===== src/verilog/DmaPkg.sv =====
// DMA controller shared definitions
package DmaPkg;

  localparam int numChannels = 4;

  typedef logic [1:0]  chanT;
  typedef logic [3:0]  regAddrT;
  typedef logic [7:0]  byteT;
  typedef logic [15:0] wordT;

  // Offsets 0 to 7 are the channel address and count registers
  localparam regAddrT regCmdStatus   = 4'd8;
  localparam regAddrT regRequest     = 4'd9;
  localparam regAddrT regSingleMask  = 4'd10;
  localparam regAddrT regMode        = 4'd11;
  localparam regAddrT regClearFf     = 4'd12;
  localparam regAddrT regMasterClear = 4'd13;
  localparam regAddrT regClearMask   = 4'd14;
  localparam regAddrT regAllMask     = 4'd15;

  // Command register bit that turns the whole controller off
  localparam int cmdDisableBit = 2;

  localparam logic [1:0] xferModeSingle = 2'b01;
  localparam logic [1:0] xferModeBlock  = 2'b10;

  // Mode register write layout
  typedef struct packed {
    logic [1:0] xferMode;
    logic       decrement;
    logic       autoInit;
    logic [1:0] reserved;
    chanT       channel;
  } modeWordT;

  // Request and single mask write layout
  typedef struct packed {
    logic [4:0] unused;
    logic       setBit;
    chanT       channel;
  } chanBitWordT;

  typedef union packed {
    modeWordT    mode;
    chanBitWordT chanBit;
  } dmaDataU;

  typedef enum logic {
    idle,
    transfer
  } fsmStateT;

endpackage


===== src/verilog/DmaTransferFsm.sv =====
// Channel priority and memory handshake
module DmaTransferFsm (
  input  logic                           dma_if,
  input  logic                           rstN,
  input  logic [DmaPkg::numChannels-1:0] pending,
  input  logic                           enable,
  input  logic [1:0]                     xferMode,
  input  logic                           tcPulse,
  input  logic                           busReady,
  input  DmaPkg::wordT                   activeAddr,
  output DmaPkg::chanT                   activeChan,
  output logic                           stepEn,
  output logic                           busValid,
  output DmaPkg::wordT                   busAddr,
  output DmaPkg::chanT                   busChannel,
  output logic                           busTc
);
  import DmaPkg::*;

  fsmStateT state;
  chanT     nextChan;

  // Fixed priority, channel 0 highest
  function automatic chanT lowestChan(logic [numChannels-1:0] req);
    chanT ch;
    ch = '0;
    for (int i = numChannels - 1; i >= 0; i--)
      if (req[i])
        ch = chanT'(i);
    return ch;
  endfunction

  assign nextChan   = lowestChan(pending);
  assign busValid   = (state == transfer);
  assign stepEn     = busValid && busReady;
  assign busTc      = busValid && tcPulse;
  assign busAddr    = activeAddr;
  assign busChannel = activeChan;

  always_ff @(posedge dma_if or negedge rstN)
  begin
    if (!rstN)
    begin
      state      <= idle;
      activeChan <= '0;
    end
    else
    begin
      case (state)
        idle:
          if (enable && (|pending))
          begin
            activeChan <= nextChan;
            state      <= transfer;
          end
        transfer:
          if (stepEn)
          begin
            if (tcPulse)
              state <= idle;
            else
            begin
              // Block keeps the bus, single goes back to arbitration
              case (xferMode)
                xferModeBlock:  state <= transfer;
                xferModeSingle: state <= idle;
                default:        state <= idle;
              endcase
            end
          end
      endcase
    end
  end

endmodule

===== config.mk =====
export PLATFORM = sky130hd
export DESIGN_NAME = DmaTransferFsm
export DESIGN_NICKNAME = d
export VERILOG_FILES = /design/src/verilog/DmaPkg.sv /design/src/verilog/DmaTransferFsm.sv
export SDC_FILE = /design/constraint.sdc
export NUM_CORES = 1
export LEC_CHECK = 0
export BUFFER_PORTS_ARGS = -buffer_cell sky130_fd_sc_hd__buf_2
export CAP_MARGIN = 20
export CORE_AREA = 3 3 40 42
export DETAILED_ROUTE_END_ITERATION = 6
export DIE_AREA = 0 0 43 45
export GPL_TIMING_DRIVEN = 0
export PLACE_DENSITY = 0.65
export SETUP_SLACK_MARGIN = 0.2
export SYNTH_ARGS = -nofsm -noshare
export SYNTH_HDL_FRONTEND = slang
export SYNTH_SLANG_ARGS = --single-unit

===== constraint.sdc =====
create_clock -name dma_if -period 2.8 [get_ports dma_if]
set_input_delay 0.28 -clock dma_if [delete_from_list [all_inputs] [get_ports dma_if]]
set_output_delay 0.28 -clock dma_if [all_outputs]
set_load 0.02 [all_outputs]

==> summary.log, run 1 <==
[placed_design] placed insts 83
[critical_path] setup slack of the worst register-to-register path 1.72 ns
[clock_network] H-tree levels 1
[timing] Worst-Margin Slew 0.1842 ns
[outcome] outcome completed
[global_routing] GRT Residual Overflow 0
[timing] post-route clock skew 0.001058 ns
[global_routing] wire length of the first global-routing pass 1131 µm
[global_routing] vias in the first global route 322
[critical_path] element type at the critical path start flop
[critical_path] arrival time worst endpoint 0.98 ns
[route] initial drt markers 3
[power] static power due to leakage 0.3045 nW
[synth] post-synthesis register bit count 3
[global_routing] global-route usage over all layers 8.090%
[critical_path] kind of critical path flop to output pin
[global_routing] largest net degree at the start of global routing 7
[timing] maximum achievable frequency 796.3 MHz
[clock_network] total of hold buffers inserted after clock tree synthesis 1
[timing] total count of hold-check failures in the final report 0
[floorplan] initial cell density of the core 23.95%
[placed_design] dpl hpwl 678.4 µm
[timing] min Tclk post-route 1.256 ns
[route] routed len/inst 8.943 µm
[route] number of nets with antenna violations after routing 0
[critical_path] Crit Path Max Fanout 6
[global_routing] initial antenna violation count 0
[floorplan] row cnt 13
[cells_and_area] net total in the final layout 101
[clock_network] clock net sink count 3
[cells_and_area] Area Growth Syn to Fin 71.54%
[route] via density per instance 3.989
[synth] number of distinct library cells after synthesis 12
[floorplan] die outline area 1935 µm²
[clock_network] TritonCTS clock tree built
[floorplan] num ports 50
[timing] worst relative slew slack 87.65%
[timing] setup repair after global routing missed its margin no
[critical_path] Worst setup EP type output pin
[critical_path] CP max-delay cell sky130_fd_sc_hd__dfrtp_1
[floorplan] die extent in y 45 µm
[floorplan] die span in x 43 µm
[route] TritonRoute pass-1 iters 2
[clock_network] post-CTS setup-driven buffer insertion count 0
[clock_network] Num CTS Buffers 3
[route] total wirelength of the detailed-routed design 787 µm
[placed_design] routability cong. 0.6855
[cells_and_area] number of antenna repair diodes 0
[synth] Yosys warning count 0
[cells_and_area] number of standard cells in the layout, taps in and fillers out 88
[route] Post-route DRC 0
[critical_path] worst path required time 2.52 ns
[timing] final setup violating endpoints 0
[clock_network] CTS Root Buffer Type sky130_fd_sc_hd__clkbuf_4
[synth] part of the Yosys area used for sequential elements 24.39%
[clock_network] number of gates resized after cts 0
[timing] setup_tns 0 ns
[route] routed via count 351
[placed_design] IO Port Bufs 33
[power] Power Dens Cells 527.7 nW/µm²
[hold_path] Hold/Removal Path Class input port to flop
[run] maximum capacitance violations 0
[floorplan] area of the core 1285 µm²
[critical_path] largest incremental delay on the critical path 0.42 ns
[synth] synthesized netlist cell count 35
[clock_network] Reg clk slew, reported paths 0.04 ns
[synth] number of nets in the synthesized netlist 62
[timing] final worst-path cycle share 44.85%
[synth] mean cell area of the mapped netlist 8.794 µm²
[cells_and_area] Filler Cells Inserted 138
[power] maximum vdd ir drop 192.1 µV
[synth] post-synth design cell area 307.8 µm²
[timing] Final Max Tran Viols 0
[clock_network] latest clock arrival within the worst-skew pair 0.23 ns
[cells_and_area] share of cells above drive strength 1 75.34%
[clock_network] maximum number of buffers from clock root to sink 2
[critical_path] chain of cells forming the critical path and2_1 -> buf_2
-- cell usage in the layout (no fill, tap or decap), types with 2 or more instances in the layout --
master                     instances
sky130_fd_sc_hd__and2_1            2
sky130_fd_sc_hd__dfrtp_1           3
sky130_fd_sc_hd__o21ai_0           3
sky130_fd_sc_hd__clkbuf_4          3
sky130_fd_sc_hd__buf_4            18
sky130_fd_sc_hd__o21a_1            2
sky130_fd_sc_hd__buf_2            33
-- path summary, 6_finish.rpt --
check,start,to,cells past startpoint
max,busValid$_DFF_PN0_,busTc,2
min,pending[0],activeChan[0]$_DFFE_PN0P_,2
max reg2reg,busValid$_DFF_PN0_,activeChan[0]$_DFFE_PN0P_,3
min reg2reg,activeChan[1]$_DFFE_PN0P_,activeChan[1]$_DFFE_PN0P_,1
max in group asynchronous,rstN,activeChan[0]$_DFFE_PN0P_,2
min in group asynchronous,rstN,busValid$_DFF_PN0_,2
-- through the flow --
step	instance area (µm²)	hold WS [ns]	util, %	power (mW)	setup slack, ns
floorplan	307.8	-0.01559	-	0.1586	1.695
global placement	491.7	0.07511	38.27	0.2026	1.573
detailed placement	491.7	0.07531	38.27	0.2042	1.582
CTS	528.0	0.2413	41.09	0.2847	1.535
global route	528.0	0.2564	41.09	0.2951	1.509
finish	528.0	0.2539	41.09	0.2787	1.544
-- critical path, delay by kind of cell, from the launching register on --
kind                   cells  cell delay [ns]
buffers and inverters      1             0.15
and+or+nand+nor            1             0.18
DFF                        1             0.42
-- cell usage after synthesis --
cell type,n,area [µm²]
sky130_fd_sc_hd__a22o_1,1,8.760
sky130_fd_sc_hd__o21a_1,2,15.01
sky130_fd_sc_hd__and2_1,2,12.51
sky130_fd_sc_hd__buf_4,18,135.1
sky130_fd_sc_hd__dfrtp_1,3,75.07
sky130_fd_sc_hd__a211oi_1,1,7.510
sky130_fd_sc_hd__nor3_1,1,5.000
sky130_fd_sc_hd__nand2b_1,1,6.260
sky130_fd_sc_hd__and2b_2,1,8.760
sky130_fd_sc_hd__or4_1,1,7.510
sky130_fd_sc_hd__nand4bb_1,1,11.26
sky130_fd_sc_hd__o21ai_0,3,15.01
-- final cells by class --
class	instances	area, µm²	share of cell area [%]
Tap cell	15	18.77	3.555
Timing Repair Buffer	34	175.2	33.18
Sequential cell	3	75.07	14.22
Clock buffer	4	26.28	4.976
Multi-Input combinational cell	14	97.59	18.48
Buffer	18	135.1	25.59
-- power breakdown --
group / leakage [nW] / internal [mW] / switching [mW]
registers: 0.0362 / 0.0546 / 0.0117
logic: 0.253 / 0.0660 / 0.0714
clock network: 0.0150 / 0.0533 / 0.0215
-- logic make-up after synthesis --
family	Yosys count	share of synthesized area, %
AOI/OAI and AO/OA	7	15.04
buffers and inverters	18	43.90
DFF	3	24.39
and+or+nand+nor	7	16.67
-- state kept, by name (all words and copies together), names as in the netlist --
| register | cells |
|---|---|
| activeChan | 2 |
| busValid | 1 |
-- routing by layer --
metal  global-route usage (%)  up-vias  part of all wire [%]
li1                         -      178                     -
met1                    10.65      140                    39
met2                    10.48       31                    43
met3                        0        2                    15
met4                    10.84        0                   2.4
met5                        0        -                     0
Note: power is estimated with default switching activity, not from simulation.
==> inputs of run 2 (changes only) <==
--- a/config.mk
+++ b/config.mk
@@ -11,7 +11,7 @@
 export DETAILED_ROUTE_END_ITERATION = 6
 export DIE_AREA = 0 0 43 45
 export GPL_TIMING_DRIVEN = 0
-export PLACE_DENSITY = 0.65
+export PLACE_DENSITY = 0.68
 export SETUP_SLACK_MARGIN = 0.2
 export SYNTH_ARGS = -nofsm -noshare
 export SYNTH_HDL_FRONTEND = slang
==> constraint.sdc (replaced) <==
create_clock -name dma_if -period 1.1 [get_ports dma_if]
set_input_delay 0.11 -clock dma_if [delete_from_list [all_inputs] [get_ports dma_if]]
set_output_delay 0.11 -clock dma_if [all_outputs]
set_load 0.02 [all_outputs]
==> summary.log, run 2 (synthesized netlist as in run 1, its figures left out) <==
[global_routing] met2 Track Usage GR 14.97% [was 10.48%]
[cells_and_area] share of cells above drive strength 1 82.67% [was 75.34%]
[global_routing] highest-utilization routing layer at the global route stage met2 [was met4]
[route] initial drt markers 2 [was 3]
[critical_path] arrival time worst endpoint 1.17 ns [was 0.98 ns]
[timing] Final Max Tran Viols 0 [unchanged]
[outcome] outcome completed [unchanged]
[cells_and_area] net total in the final layout 103 [was 101]
[cells_and_area] largest register by flop count activeChan [unchanged]
[critical_path] worst path required time 1.22 ns [was 2.52 ns]
[run] maximum capacitance violations 0 [unchanged]
[global_routing] wire length of the first global-routing pass 1221 µm [was 1131 µm]
[placed_design] IO Port Bufs 33 [unchanged]
[placed_design] routability cong. 0.7851 [was 0.6855]
[clock_network] clock net sink count 3 [unchanged]
[cells_and_area] Area Growth Syn to Fin 95.93% [was 71.54%]
[power] static power due to leakage 0.3315 nW [was 0.3045 nW]
[timing] final setup violating endpoints 0 [unchanged]
[clock_network] Num CTS Buffers 3 [unchanged]
[cells_and_area] multi-input logic area 111.4 µm² [was 97.59 µm²]
[placed_design] dpl hpwl 740.4 µm [was 678.4 µm]
[clock_network] CTS Root Buffer Type sky130_fd_sc_hd__clkbuf_4 [unchanged]
[power] maximum vdd ir drop 536.9 µV [was 192.1 µV]
[route] routed via count 370 [was 351]
[timing] worst relative slew slack 83.99% [was 87.65%]
[cells_and_area] flip-flop count of the largest register after layout 2 [unchanged]
[floorplan] die span in x 43 µm [unchanged]
[clock_network] Reg clk slew, reported paths 0.04 ns [about the same]
[global_routing] global-route usage over all layers 9.008% [was 8.090%]
[floorplan] die extent in y 45 µm [unchanged]
[clock_network] H-tree levels 1 [unchanged]
[placed_design] DP Worst Slack 0.05240 ns [was 1.582 ns]
[critical_path] element type at the critical path start flop [unchanged]
[route] via density per instance 4.111 [was 3.989]
[critical_path] kind of critical path flop to flop [was flop to output pin]
[clock_network] TritonCTS clock tree built [unchanged]
[timing] setup_tns 0 ns [unchanged]
[timing] min Tclk post-route 1.053 ns
[route] routed len/inst 9.578 µm [was 8.943 µm]
[timing] Worst-Margin Slew 0.2384 ns [was 0.1842 ns]
[critical_path] Worst setup EP type flop [was output pin]
[route] Post-route DRC 0 [unchanged]
[global_routing] GRT Residual Overflow 0 [unchanged]
[timing] maximum achievable frequency 949.3 MHz
[clock_network] latest clock arrival within the worst-skew pair 0.23 ns [about the same]
[route] number of nets with antenna violations after routing 0 [unchanged]
[global_routing] met3 routing resource usage after global routing 3.187% [was 0%]
[floorplan] initial cell density of the core 23.95% [unchanged]
[cells_and_area] number of antenna repair diodes 0 [unchanged]
[power] overall power after layout 0.8512 mW [was 0.2787 mW]
[floorplan] area of the core 1285 µm² [unchanged]
[cells_and_area] register area 76.32 µm² [was 75.07 µm²]
[power] Power Dens Cells 1411 nW/µm² [was 527.7 nW/µm²]
[floorplan] num ports 50 [unchanged]
[floorplan] die outline area 1935 µm² [unchanged]
[global_routing] vias in the first global route 330 [was 322]
[global_routing] met1 usage in global routing 7.748% [was 10.65%]
[route] TritonRoute pass-1 iters 2 [unchanged]
[hold_path] Hold/Removal Path Class input port to flop [unchanged]
[cells_and_area] commonest cells after routing, fill and taps aside sky130_fd_sc_hd__buf_2, sky130_fd_sc_hd__buf_4, sky130_fd_sc_hd__buf_6, sky130_fd_sc_hd__clkbuf_4 [was sky130_fd_sc_hd__buf_2, sky130_fd_sc_hd__buf_4, sky130_fd_sc_hd__o21ai_0, sky130_fd_sc_hd__dfrtp_1, sky130_fd_sc_hd__clkbuf_4]
[timing] worst setup slack after layout 0.04664 ns [was 1.544 ns]
[global_routing] largest net degree at the start of global routing 7 [unchanged]
[route] total wirelength of the detailed-routed design 862 µm [was 787 µm]
[timing] post-route clock skew 0.0007683 ns [was 0.001058 ns]
[timing] total count of hold-check failures in the final report 0 [unchanged]
[timing] setup repair after global routing missed its margin yes [was no]
[cells_and_area] utilization after layout 46.93% [was 41.09%]
[cells_and_area] Filler Cells Inserted 139 [was 138]
[floorplan] row cnt 13 [unchanged]
[global_routing] initial antenna violation count 0 [unchanged]
[critical_path] Crit Path Max Fanout 6 [unchanged]
[cells_and_area] most common cell after layout, fill and taps aside sky130_fd_sc_hd__buf_2 [unchanged]
[timing] final worst-path cycle share 95.76%
[clock_network] maximum number of buffers from clock root to sink 2 [unchanged]
[run 2: cell count changes in the layout (fill, tap and decap cells not counted), sizes merged]
cell,change
buf,+2
[run 2: metrics by stage]
step                instances  hold WS (ns)  cell area [µm²]
floorplan                  35       -0.1856            309.0
detailed placement         83      -0.09392            493.0
global route               90       0.09507            603.1
CTS                        90       0.07147            588.1
finish                     90       0.08996            603.1
global placement           83      -0.09561            493.0
[run 2: final timing paths]
path | from | slack [ns] | end | cells past startpoint
worst min-delay path | pending[0] | 0.09 | activeChan[0]$_DFFE_PN0P_ | 2
worst max-delay path | busValid$_DFF_PN0_ | 0.05 | activeChan[1]$_DFFE_PN0P_ | 3
worst max register to register | busValid$_DFF_PN0_ | 0.05 | activeChan[1]$_DFFE_PN0P_ | 3
min in group asynchronous | rstN | 0.21 | activeChan[0]$_DFFE_PN0P_ | 2
max in group asynchronous | rstN | 0.78 | busValid$_DFF_PN0_ | 2
worst min register to register | busValid$_DFF_PN0_ | 0.57 | busValid$_DFF_PN0_ | 1
[run 2: power by group]
group | switching [mW] | leakage (nW) | internal (mW)
Clock | 0.0540 | 0.0150 | 0.136
Sequential | 0.0328 | 0.0352 | 0.140
Combinational | 0.210 | 0.281 | 0.279
[run 2: timing repair]
action / CTS / global route
pin swaps: 2 / 3
buffers inserted: 2 / 0
endpoints found under the setup margin: 9 / 10
hold buffers: 1 / 0
gates resized for setup: 14 / 5
hold endpoints to repair: 3 / 0
[run 2: cell type report]
class	count	share of cell area, %
well taps	15	3.112
repair buffers	36	37.76
flip-flops and latches	3	12.66
multi-input cells	14	18.46
clock buffers	4	4.357
plain buffers	18	23.65
[run 2: critical path: stages, from the launching register on]
cell and delay [ns]:
sky130_fd_sc_hd__dfrtp_2 0.39, sky130_fd_sc_hd__and2b_2 0.27, sky130_fd_sc_hd__o21a_1 0.12, sky130_fd_sc_hd__o21a_1 0.16
[run 2: layer usage]
layer / vias up / part of all wire (%) / wire length [µm]
li1: 181 / - / -
met1: 157 / 33 / 283
met2: 30 / 49 / 424
met3: 2 / 15 / 132
met4: 0 / 2.6 / 22
met5: - / 0 / 0
