## config.mk

```make
export PLATFORM = sky130hd
export DESIGN_NAME = DmaHostPort
export DESIGN_NICKNAME = d
export VERILOG_FILES = /design/src/verilog/DmaPkg.sv /design/src/verilog/DmaHostPort.sv
export SDC_FILE = /design/constraint.sdc
export NUM_CORES = 1
export LEC_CHECK = 0
export ABC_AREA = 1
export BUFFER_PORTS_ARGS = -buffer_cell sky130_fd_sc_hd__buf_4
export CAP_MARGIN = 25
export CORE_ASPECT_RATIO = 0.8
export CORE_MARGIN = 8
export CORE_UTILIZATION = 39
export DETAILED_ROUTE_END_ITERATION = 8
export PLACE_DENSITY = 0.84
export SETUP_SLACK_MARGIN = 0.05
export SLEW_MARGIN = 20
export SYNTH_ARGS = -nofsm -noshare
export SYNTH_HDL_FRONTEND = slang
export SYNTH_SLANG_ARGS = --single-unit
```

## constraint.sdc

```tcl
create_clock -name dma_if -period 1.65 [get_ports dma_if]
set_input_delay 0.33 -clock dma_if [delete_from_list [all_inputs] [get_ports dma_if]]
set_output_delay 0.33 -clock dma_if [all_outputs]
set_load 0.005 [all_outputs]
```

## src/verilog/DmaPkg.sv

```systemverilog
// DMA controller shared definitions
package DmaPkg;

  localparam int numChannels = 4;

  typedef logic [1:0]  chanT;
  typedef logic [3:0]  regAddrT;
  typedef logic [7:0]  byteT;
  typedef logic [15:0] wordT;

  // Offsets 0 to 7 are the channel address and count registers
  localparam regAddrT regCmdStatus   = 4'd8;
  localparam regAddrT regRequest     = 4'd9;
  localparam regAddrT regSingleMask  = 4'd10;
  localparam regAddrT regMode        = 4'd11;
  localparam regAddrT regClearFf     = 4'd12;
  localparam regAddrT regMasterClear = 4'd13;
  localparam regAddrT regClearMask   = 4'd14;
  localparam regAddrT regAllMask     = 4'd15;

  // Command register bit that turns the whole controller off
  localparam int cmdDisableBit = 2;

  localparam logic [1:0] xferModeSingle = 2'b01;
  localparam logic [1:0] xferModeBlock  = 2'b10;

  // Mode register write layout
  typedef struct packed {
    logic [1:0] xferMode;
    logic       decrement;
    logic       autoInit;
    logic [1:0] reserved;
    chanT       channel;
  } modeWordT;

  // Request and single mask write layout
  typedef struct packed {
    logic [4:0] unused;
    logic       setBit;
    chanT       channel;
  } chanBitWordT;

  typedef union packed {
    modeWordT    mode;
    chanBitWordT chanBit;
  } dmaDataU;

  typedef enum logic {
    idle,
    transfer
  } fsmStateT;

endpackage

```

## src/verilog/DmaHostPort.sv

```systemverilog
// CPU register port
module DmaHostPort (
  input  logic            dma_if,
  input  logic            rstN,
  input  logic            csN,
  input  logic            iowN,
  input  logic            iorN,
  input  DmaPkg::regAddrT addr,
  input  DmaPkg::byteT    wrData,
  input  DmaPkg::wordT    chanRdWord,
  input  DmaPkg::byteT    statusByte,
  output DmaPkg::chanT    rdChan,
  output logic            rdCount,
  output logic            chanWrite,
  output DmaPkg::chanT    writeChan,
  output logic            writeCount,
  output logic            writeHigh,
  output logic            modeWrite,
  output logic            cmdWrite,
  output logic            requestWrite,
  output logic            singleMaskWrite,
  output logic            allMaskWrite,
  output logic            clearMask,
  output logic            statusRead,
  output logic            masterClear,
  output DmaPkg::byteT    rdData
);
  import DmaPkg::*;

  logic wrStb;
  logic rdStb;
  logic chanAccess;
  logic bytePtr;
  byteT rdNext;

  assign wrStb = !csN && !iowN;
  assign rdStb = !csN && !iorN;
  assign chanAccess = !addr[3];

  // Channel register offset: bits 2:1 pick the channel, bit 0 the count
  assign chanWrite  = wrStb && chanAccess;
  assign writeChan  = addr[2:1];
  assign writeCount = addr[0];
  assign writeHigh  = bytePtr;
  assign rdChan     = addr[2:1];
  assign rdCount    = addr[0];

  assign cmdWrite        = wrStb && (addr == regCmdStatus);
  assign requestWrite    = wrStb && (addr == regRequest);
  assign singleMaskWrite = wrStb && (addr == regSingleMask);
  assign modeWrite       = wrStb && (addr == regMode);
  assign masterClear     = wrStb && (addr == regMasterClear);
  assign clearMask       = wrStb && (addr == regClearMask);
  assign allMaskWrite    = wrStb && (addr == regAllMask);
  assign statusRead      = rdStb && (addr == regCmdStatus);

  always_comb
  begin
    if (chanAccess)
      rdNext = bytePtr ? chanRdWord[15:8] : chanRdWord[7:0];
    else if (addr == regCmdStatus)
      rdNext = statusByte;
    else
      rdNext = '0;
  end

  // Byte pointer flips on every channel register access
  always_ff @(posedge dma_if or negedge rstN)
  begin
    if (!rstN)
      bytePtr <= 1'b0;
    else if (masterClear || (wrStb && (addr == regClearFf)))
      bytePtr <= 1'b0;
    else if ((wrStb || rdStb) && chanAccess)
      bytePtr <= !bytePtr;
  end

  // Read data holds until the next read
  always_ff @(posedge dma_if or negedge rstN)
  begin
    if (!rstN)
      rdData <= '0;
    else if (rdStb)
      rdData <= rdNext;
  end

endmodule

```

==> results of run 1 <==
## layout make-up
type	count	area, µm²	area share
Clock buffer	3	22.5	0.0196
Clock inverter	1	5.00	0.00435
Inverter	9	38.8	0.0337
Multi-Input combinational cell	81	379	0.329
Sequential cell	9	225	0.196
Tap cell	22	27.5	0.0239
Timing Repair Buffer	60	453	0.393
## sequential cells by signal (all words and copies together) (netlist names)
name	flops
rdData	8
writeHigh	1
## path summary, 6_finish.rpt
check                            endpoint  slack [ns]
worst max-delay path            clearMask        0.22
worst min-delay path            rdData[3]        0.33
worst max register to register  rdData[1]        0.54
worst min register to register  rdData[0]        0.50
max in group asynchronous       rdData[3]        1.09
min in group asynchronous       rdData[7]        0.43
## per-stage QoR
| stage | hold WS, ns | total power [W] | area [µm²] |
|---|---|---|---|
| floorplan | 0.0344 | 0.000447 | 693 |
| global placement | 0.158 | 0.000616 | 1110 |
| detailed placement | 0.155 | 0.000627 | 1110 |
| CTS | 0.339 | 0.000795 | 1150 |
| global route | 0.348 | 0.000850 | 1150 |
| finish | 0.335 | 0.000792 | 1150 |
## cells by family (layout without fill, tap and decap cells)
family	after synthesis	in the layout	synth area share
simple gates	80	80	0.540
compound gates	1	1	0.00721
buf+inv	16	73	0.128
flops	9	9	0.325
## worst register-to-register path, cell delays in order (launching register included)
cell and delay [ns]:
dfrtp_1 0.56, inv_2 0.15, nand2_1 0.08, nand2_1 0.05
nand2_1 0.08, nand3_1 0.08
## power by group
group	internal (W)	switching, W	leakage (nW)
combinational	0.000168	0.000149	0.526
sequential	0.000262	0.0000416	0.117
clock	0.0000894	0.0000813	0.0177
total	0.000519	0.000272	0.661
## cells in the final DEF, fill, tap and decap left out
| master | Yosys | final |
|---|---|---|
| inv_1 | 5 | 5 |
| nor3_1 | 5 | 5 |
| nand4_1 | 8 | 8 |
| nor2_2 | 1 | 1 |
| buf_4 | 6 | 59 |
| clkinv_4 | 1 | 1 |
| inv_2 | 3 | 3 |
| nor2_1 | 3 | 3 |
| nand2_4 | 1 | 1 |
| nand3_1 | 12 | 12 |
| nor2_4 | 3 | 3 |
| dlygate4sd3_1 | 0 | 1 |
| dfrtp_1 | 9 | 9 |
| nand2_1 | 47 | 47 |
| a21oi_1 | 1 | 1 |
| clkbuf_4 | 0 | 3 |
| clkinv_2 | 0 | 1 |
## metal layers
layer	vias to the layer above	wire, µm
met5	-	0
met4	0	0
met3	0	179
met1	402	1100
met2	40	1160
li1	459	-
## what timing repair did
item	in CTS	in global routing
setup buffers	0	0
endpoints found under the hold margin	9	0
hold buffers	1	0
gates resized for setup	0	0
==> flow_summary.yaml, run 1 <==
yosys:
  synth_edf_count: 0
  synth_flop_cell: "dfrtp_1"
  yosys.area.top_type: "dfrtp_1"
  yosys_register_bits: 9
  ys_seq_area_frac: 0.325
  synth.avg_cell_area_um2: 6.54
  synth.top_cells.by_count: "47 x nand2_1, 12 x nand3_1, 9 x dfrtp_1, 8 x nand4_1, 6 x buf_4"
  synth-warning-count: 0
  synth_top_area_frac: 0.325
  syn_nets: 147
  ys_types: 15
  synth_most_common_cell: "nand2_1"
  syn_area_um2: 693
  syn_inst: 106
  async_reset_ff_frac: 1.00
  synth_area_leaders: "dfrtp_1 32%, nand2_1 25%, nand3_1 8.7%, nand4_1 7.2%, buf_4 6.5%"
critical_path:
  worstReg2RegStart: "writeHigh"
  end_kind: "output port"
  cp_top_family: "simple AND/OR/NAND/NOR gates"
  worst_r2r_path_depth: 5
  critPathBufInv: 2
  cpPeakStageDelay_ns: 0.19
  crit_path_frequent_cell: "buf_4"
  worstPathMaxFanout: 4
  critical_path_class: "in2out"
  crit_arrival_ns: 1.10
  worstSetupPathDepth: 5
  crit_slowest_cell: "nor3_1"
  start_kind: "primary input"
  crit_start: "iowN"
  cp.required_ns: 1.32
  cp_cell_sequence: "buf_4 > nor2_2 > nand2_1 > nor3_1 > buf_4"
placement:
  placedCellCount: 180
  port_buffers: 56
  place.gp.congestion: 0.814
  dp_hpwl_um: 2090
  place_ws_ns: 0.222
clock_tree:
  cts_root_buf: "clkbuf_4"
  cts_buffers: 3
  cts_tree: "built"
  clk_latency_ns: 0.26
  clockBufferDepth: 2
  clkTransAtPathRegs_ns: 0.06
  clock_sinks: 9
  htree_levels: 1
route:
  vias: 901
  drt_pre_antenna_iters: 4
  avgViaCountPerCell: 4.87
  wl_um: 2430
  drcViolationCount: 0
  routedWlPerCell_um: 13.2
  drt_iter0_markers: 34
  ant_nets: 0
timing:
  tns_ns: 0
  fmax_mhz: 699
  maxSlewHeadroom: 0.761
  setup_ws_ns: 0.219
  min_period_over_period: 0.867
  min_period_ns: 1.43
  worst_pin_slew_ns: 0.358
  rsz0062_at_grt: "no"
  setup_viol: 0
  hold_viol: 0
  finalMaxSlewViolations: 0
  finClkSkew_ns: 0.00261
worst_hold_path:
  worstHoldPathCells: 3
  min_from: "statusByte[3]"
  hold_path.class: "in2reg"
floorplanning:
  start_util: 0.422
  ios: 65
  fp.dieH_um: 53.7
  coreArea_um2: 1640
  fp.dieW_um: 63.1
  rows: 13
  die-area_um2: 3390
grt:
  grt_usage: 0.142
  overflow: 0
  grt_use_met1: 0.172
  use_met3: 0.0414
  met2_usage: 0.246
  antenna_found_initial: 0
  grt_pass1_vias: 879
  grt_pass1_wl_um: 3970
  grt_max_degree: 12
  busiest_layer: "met2"
final_layout:
  final_layout_size_suffix_gt1_frac: 0.442
  final_util: 0.701
  n_antenna_cell: 0
  fillers: 137
  finalNonFillerCells: 185
  nNetsFinal: 205
  synthToLayoutAreaGrowth_pct: 66.1
power:
  ir_worst_vdd_mv: 0.457
  p_per_area_nw_per_um2: 688
  leakage_nw: 0.661
run:
  maxCapViolations: 0
run_status:
  outcome: "completed"
Note: power is estimated with default switching activity, not from simulation.
==> run 2: changes to the inputs <==
==> constraint.sdc (replaced) <==
create_clock -name dma_if -period 1.82 [get_ports dma_if]
set_input_delay 0.364 -clock dma_if [delete_from_list [all_inputs] [get_ports dma_if]]
set_output_delay 0.364 -clock dma_if [all_outputs]
set_load 0.005 [all_outputs]
==> run 2 against run 1 <==
Critical endpoint is now cmdWrite. Global-route usage rose by 0.44 points. Worst hold slack improved by 0.033 ns. Clock skew fell by 0.0020 ns. Largest power group unchanged. Register-to-register slack improved by 0.14 ns.
==> flow_summary.yaml, run 2 (synthesis results as in run 1) <==
run_status:
  outcome: "completed"
timing:
  worst_pin_slew_ns: 0.370
  finalMaxSlewViolations: 0
  min_period_over_period: 0.816
  setup_viol: 0
  rsz0062_at_grt: "no"
  setup_ws_ns: 0.334
  finClkSkew_ns: 0.000594
  min_period_ns: 1.49
  hold_viol: 0
  fmax_mhz: 673
  maxSlewHeadroom: 0.753
  tns_ns: 0
power:
  p_per_area_nw_per_um2: 632
  ir_worst_vdd_mv: 0.339
  leakage_nw: 0.651
critical_path:
  worstReg2RegStart: "writeHigh"
  cp_cell_sequence: "buf_4 > nor2_4 > nand2_1 > nor3_1 > buf_4"
  crit_path_frequent_cell: "buf_4"
  worst_r2r_path_depth: 5
  worstPathMaxFanout: 10
  crit_slowest_cell: "nor2_4"
  start_kind: "primary input"
  cp.required_ns: 1.46
  worstReg2RegEnd: "rdData[0]"
  worstSetupPathDepth: 5
  cp_top_family: "simple AND/OR/NAND/NOR gates"
  cpPeakStageDelay_ns: 0.23
  crit_arrival_ns: 1.12
  end_kind: "output port"
  critical_path_class: "in2out"
  critPathBufInv: 2
  rrSetupSlack_ns: 0.68
clock_tree:
  clock_sinks: 9
  cts_buffers: 3
  clockBufferDepth: 2
  cts_root_buf: "clkbuf_4"
  post_cts_buffers: 0
  clk_latency_ns: 0.26
  htree_levels: 1
  cts_tree: "built"
  clkTransAtPathRegs_ns: 0.06
grt:
  antenna_found_initial: 0
  overflow: 0
  grt_max_degree: 12
  grt_pass1_wl_um: 3930
  grt_pass1_vias: 872
  grt_usage: 0.146
placement:
  place_ws_ns: 0.336
  dp_hpwl_um: 2090
  port_buffers: 56
  place.gp.congestion: 0.804
worst_hold_path:
  hold_path.class: "in2reg"
  worstHoldPathCells: 3
  worstHoldEndpoint: "rdData[6]"
  min_from: "statusByte[6]"
floorplanning:
  coreArea_um2: 1640
  start_util: 0.422
  fp.dieH_um: 53.7
  rows: 13
  die-area_um2: 3390
  ios: 65
  fp.dieW_um: 63.1
final_layout:
  final_common_cell: "buf_4"
  synthToLayoutAreaGrowth_pct: 63.9
  largest_reg_flops: 8
  largest-register: "rdData"
  n_antenna_cell: 0
  multi_input_area_um2: 379
  layout.area.seq_um2: 225
  nNetsFinal: 203
  fillers: 128
  final_layout_size_suffix_gt1_frac: 0.435
  layout_common_cells: "57 x buf_4, 47 x nand2_1, 12 x nand3_1, 9 x dfrtp_1, 8 x nand4_1"
run:
  maxCapViolations: 0
route:
  drt_pre_antenna_iters: 4
  drcViolationCount: 0
  ant_nets: 0
  avgViaCountPerCell: 4.82
  wl_um: 2480
  routedWlPerCell_um: 13.5
  vias: 882
  drt_iter0_markers: 44
run 2: cell count changes in the layout (fill, tap and decap cells not counted):
cell,change
buf_4,-2
run 2: worst max-delay path by stage:
stage	from	slack, ns	to
final	addr[2]	0.33	cmdWrite
after global routing	addr[3]	0.25	cmdWrite
after CTS	addr[2]	0.33	cmdWrite
after detailed placement	addr[2]	0.34	cmdWrite
after global placement	addr[2]	0.34	cmdWrite
after floorplan	addr[3]	0.64	cmdWrite
run 2: cell type report:
class,count,share of cell area
flip-flops and latches,9,0.198
repair buffers,58,0.385
clock buffers,3,0.0198
multi-input cells,81,0.334
inverters,9,0.0341
well taps,22,0.0242
clock inverters,1,0.00441
run 2: worst register-to-register path: stages, from the launching register on:
cell,delay [ns]
dfrtp_1,0.56
inv_2,0.15
nand2_1,0.09
nand2_1,0.05
nand2_1,0.08
nand3_1,0.08
run 2: metrics by stage:
step,power (W),instance area [µm²],cells,hold slack (ns),utilization
finish,0.000718,1140,183,0.367,0.692
global placement,0.000555,1100,178,0.191,0.669
global route,0.000775,1140,183,0.371,0.692
detailed placement,0.000566,1100,178,0.189,0.669
CTS,0.000720,1140,183,0.367,0.692
floorplan,0.000406,693,106,0.0684,-
run 2: timing repair:
item,4_1_cts,5_1_grt
gates resized for setup,0,0
hold endpoints to repair,9,0
hold buffers,1,0
run 2: metal layers:
layer	part of all wire	vias up	track usage
met4	0.017	0	0.0792
met2	0.48	38	0.263
li1	-	449	-
met5	0	-	0
met1	0.42	389	0.148
met3	0.089	6	0.0580
run 2: power by group:
part	switching [W]	total (W)	internal, W	leakage (nW)
registers	0.0000395	0.000277	0.000237	0.117
logic	0.000136	0.000286	0.000150	0.516
clock network	0.0000738	0.000155	0.0000812	0.0177
==> run 3: changes to the inputs <==
--- a/config.mk
+++ b/config.mk
@@ -10,9 +10,9 @@
 export CAP_MARGIN = 25
 export CORE_ASPECT_RATIO = 0.8
 export CORE_MARGIN = 8
-export CORE_UTILIZATION = 39
+export CORE_UTILIZATION = 32
 export DETAILED_ROUTE_END_ITERATION = 8
-export PLACE_DENSITY = 0.84
+export PLACE_DENSITY = 0.73
 export SETUP_SLACK_MARGIN = 0.05
 export SLEW_MARGIN = 20
 export SYNTH_ARGS = -nofsm -noshare
==> constraint.sdc (replaced) <==
create_clock -name dma_if -period 1.3 [get_ports dma_if]
set_input_delay 0.26 -clock dma_if [delete_from_list [all_inputs] [get_ports dma_if]]
set_output_delay 0.26 -clock dma_if [all_outputs]
set_load 0.005 [all_outputs]
==> run 3 against run 2 <==
Critical path type unchanged. Critical endpoint is now singleMaskWrite. First-iteration DRC count shrank 59%. Global-route usage down 2.3 points. Routed wire length is 4.4% lower. Cell count increased by 2.7%. Via count down 2.0%. Total power up 39%. Clock power rose by 34%. Sequential power is 39% higher.
==> flow_summary.yaml, run 3 (synthesis results as in run 1) <==
clock_tree:
  cts_tree: "built"
  clk_latency_ns: 0.26
  htree_levels: 1
  cts_root_buf: "clkbuf_4"
  clock_sinks: 9
  post_cts_buffers: 0
  clkTransAtPathRegs_ns: 0.06
  clockBufferDepth: 2
  cts_buffers: 3
final_layout:
  final_common_cell: "buf_4"
  layout_common_cells: "59 x buf_4, 46 x nand2_1, 12 x nand3_1, 8 x nand4_1, 8 x dfrtp_1"
  final_layout_size_suffix_gt1_frac: 0.466
  n_antenna_cell: 0
  final_util: 0.560
  synthToLayoutAreaGrowth_pct: 69.9
  nNetsFinal: 205
  largest_reg_flops: 8
  largest-register: "rdData"
critical_path:
  end_kind: "output port"
  worst_r2r_path_depth: 5
  worstReg2RegEnd: "rdData[3]"
  cp-endpoint: "singleMaskWrite"
  worstPathMaxFanout: 4
  worstReg2RegStart: "writeHigh"
  cp.required_ns: 1.04
  start_kind: "primary input"
  critical_path_class: "in2out"
  rrSetupSlack_ns: 0.32
  crit_arrival_ns: 0.94
  crit_start: "iowN"
floorplanning:
  fp.dieH_um: 57.6
  ios: 65
  rows: 15
  start_util: 0.330
  die-area_um2: 3920
  coreArea_um2: 2100
  fp.dieW_um: 68.0
timing:
  maxSlewHeadroom: 0.870
  finalMaxSlewViolations: 0
  finClkSkew_ns: 0.00433
  fmax_mhz: 830
  min_period_ns: 1.20
  min_period_over_period: 0.927
  tns_ns: 0
  worst_pin_slew_ns: 0.194
  hold_viol: 0
  rsz0062_at_grt: "yes"
  setup_viol: 0
grt:
  grt_pass1_wl_um: 3880
  grt_usage: 0.123
  grt_max_degree: 12
  grt_pass1_vias: 915
  antenna_found_initial: 0
  overflow: 0
route:
  drcViolationCount: 0
  drt_pre_antenna_iters: 4
  vias: 864
  wl_um: 2370
  routedWlPerCell_um: 12.6
  ant_nets: 0
  drt_iter0_markers: 18
  avgViaCountPerCell: 4.60
power:
  ir_worst_vdd_mv: 0.517
  leakage_nw: 0.660
  p_per_area_nw_per_um2: 849
  total_power_w: 0.00100
run_status:
  outcome: "completed"
run:
  maxCapViolations: 0
placement:
  port_buffers: 56
  place.gp.congestion: 0.747
  dp_hpwl_um: 2050
worst_hold_path:
  hold_path.class: "in2reg"
==> run 3: changes by cell type in the layout (fill, tap and decap cells not counted) <==
cell and change:
buf_4 +2, clkbuf_1 +1, clkinv_2 -1, dfrtp_1 -1, dfrtp_2 +1, nand2_1 -1, nand2_2 +1, nor2_2 -1
nor2_4 +1, nor3_1 -3, nor3_2 +3
==> run 3: layout make-up <==
| class | count | area, µm² |
|---|---|---|
| well taps | 25 | 31.3 |
| fillers | 214 | 925 |
| clock buffers | 4 | 26.3 |
| inverters | 9 | 38.8 |
| multi-input cells | 81 | 402 |
| repair buffers | 60 | 453 |
| flip-flops and latches | 9 | 226 |
==> run 3: per-layer routing <==
metal	share of wire	GRT usage
met5	0	0
met1	0.40	0.146
met4	0	0.0350
met3	0.058	0.0269
met2	0.54	0.213
==> run 3: worst max-delay path, cell delays in order <==
cell and delay, ns:
buf_4 0.13, nor2_4 0.14, nand2_2 0.11, nor3_2 0.17, buf_4 0.13
==> run 3: where the power goes <==
part | total (W) | internal [W] | switching [W]
Sequential | 0.000385 | 0.000335 | 0.0000501
Clock | 0.000208 | 0.000118 | 0.0000899
Combinational | 0.000407 | 0.000215 | 0.000192
==> run 3: worst min path at each step <==
stage,from,end,depth (start not counted),slack (ns)
3_5_place_dp,rstN,rdData[4],1,0.09
4_1_cts,statusByte[1],rdData[1],3,0.26
6_report,statusByte[1],rdData[1],3,0.26
2_1_floorplan,rstN,rdData[0],0,-0.04
3_3_place_gp,rstN,rdData[0],1,0.09
5_1_grt,statusByte[1],rdData[1],3,0.26
==> run 3: per-stage QoR <==
stage | instance area, µm² | hold WS, ns | setup slack, ns | std cells
floorplan | 693 | -0.0356 | 0.323 | 106
global placement | 1120 | 0.0868 | 0.0607 | 183
detailed placement | 1120 | 0.0882 | 0.0167 | 183
CTS | 1170 | 0.260 | 0.103 | 188
global route | 1180 | 0.260 | 0.0473 | 188
finish | 1180 | 0.263 | 0.0953 | 188
==> run 3: repair_timing <==
action	4_1_cts	5_1_grt
gates resized for setup	4	2
hold buffers	1	0
gates cloned	0	0
endpoints found under the setup margin	5	2
pin swaps	0	0
endpoints found under the hold margin	9	0
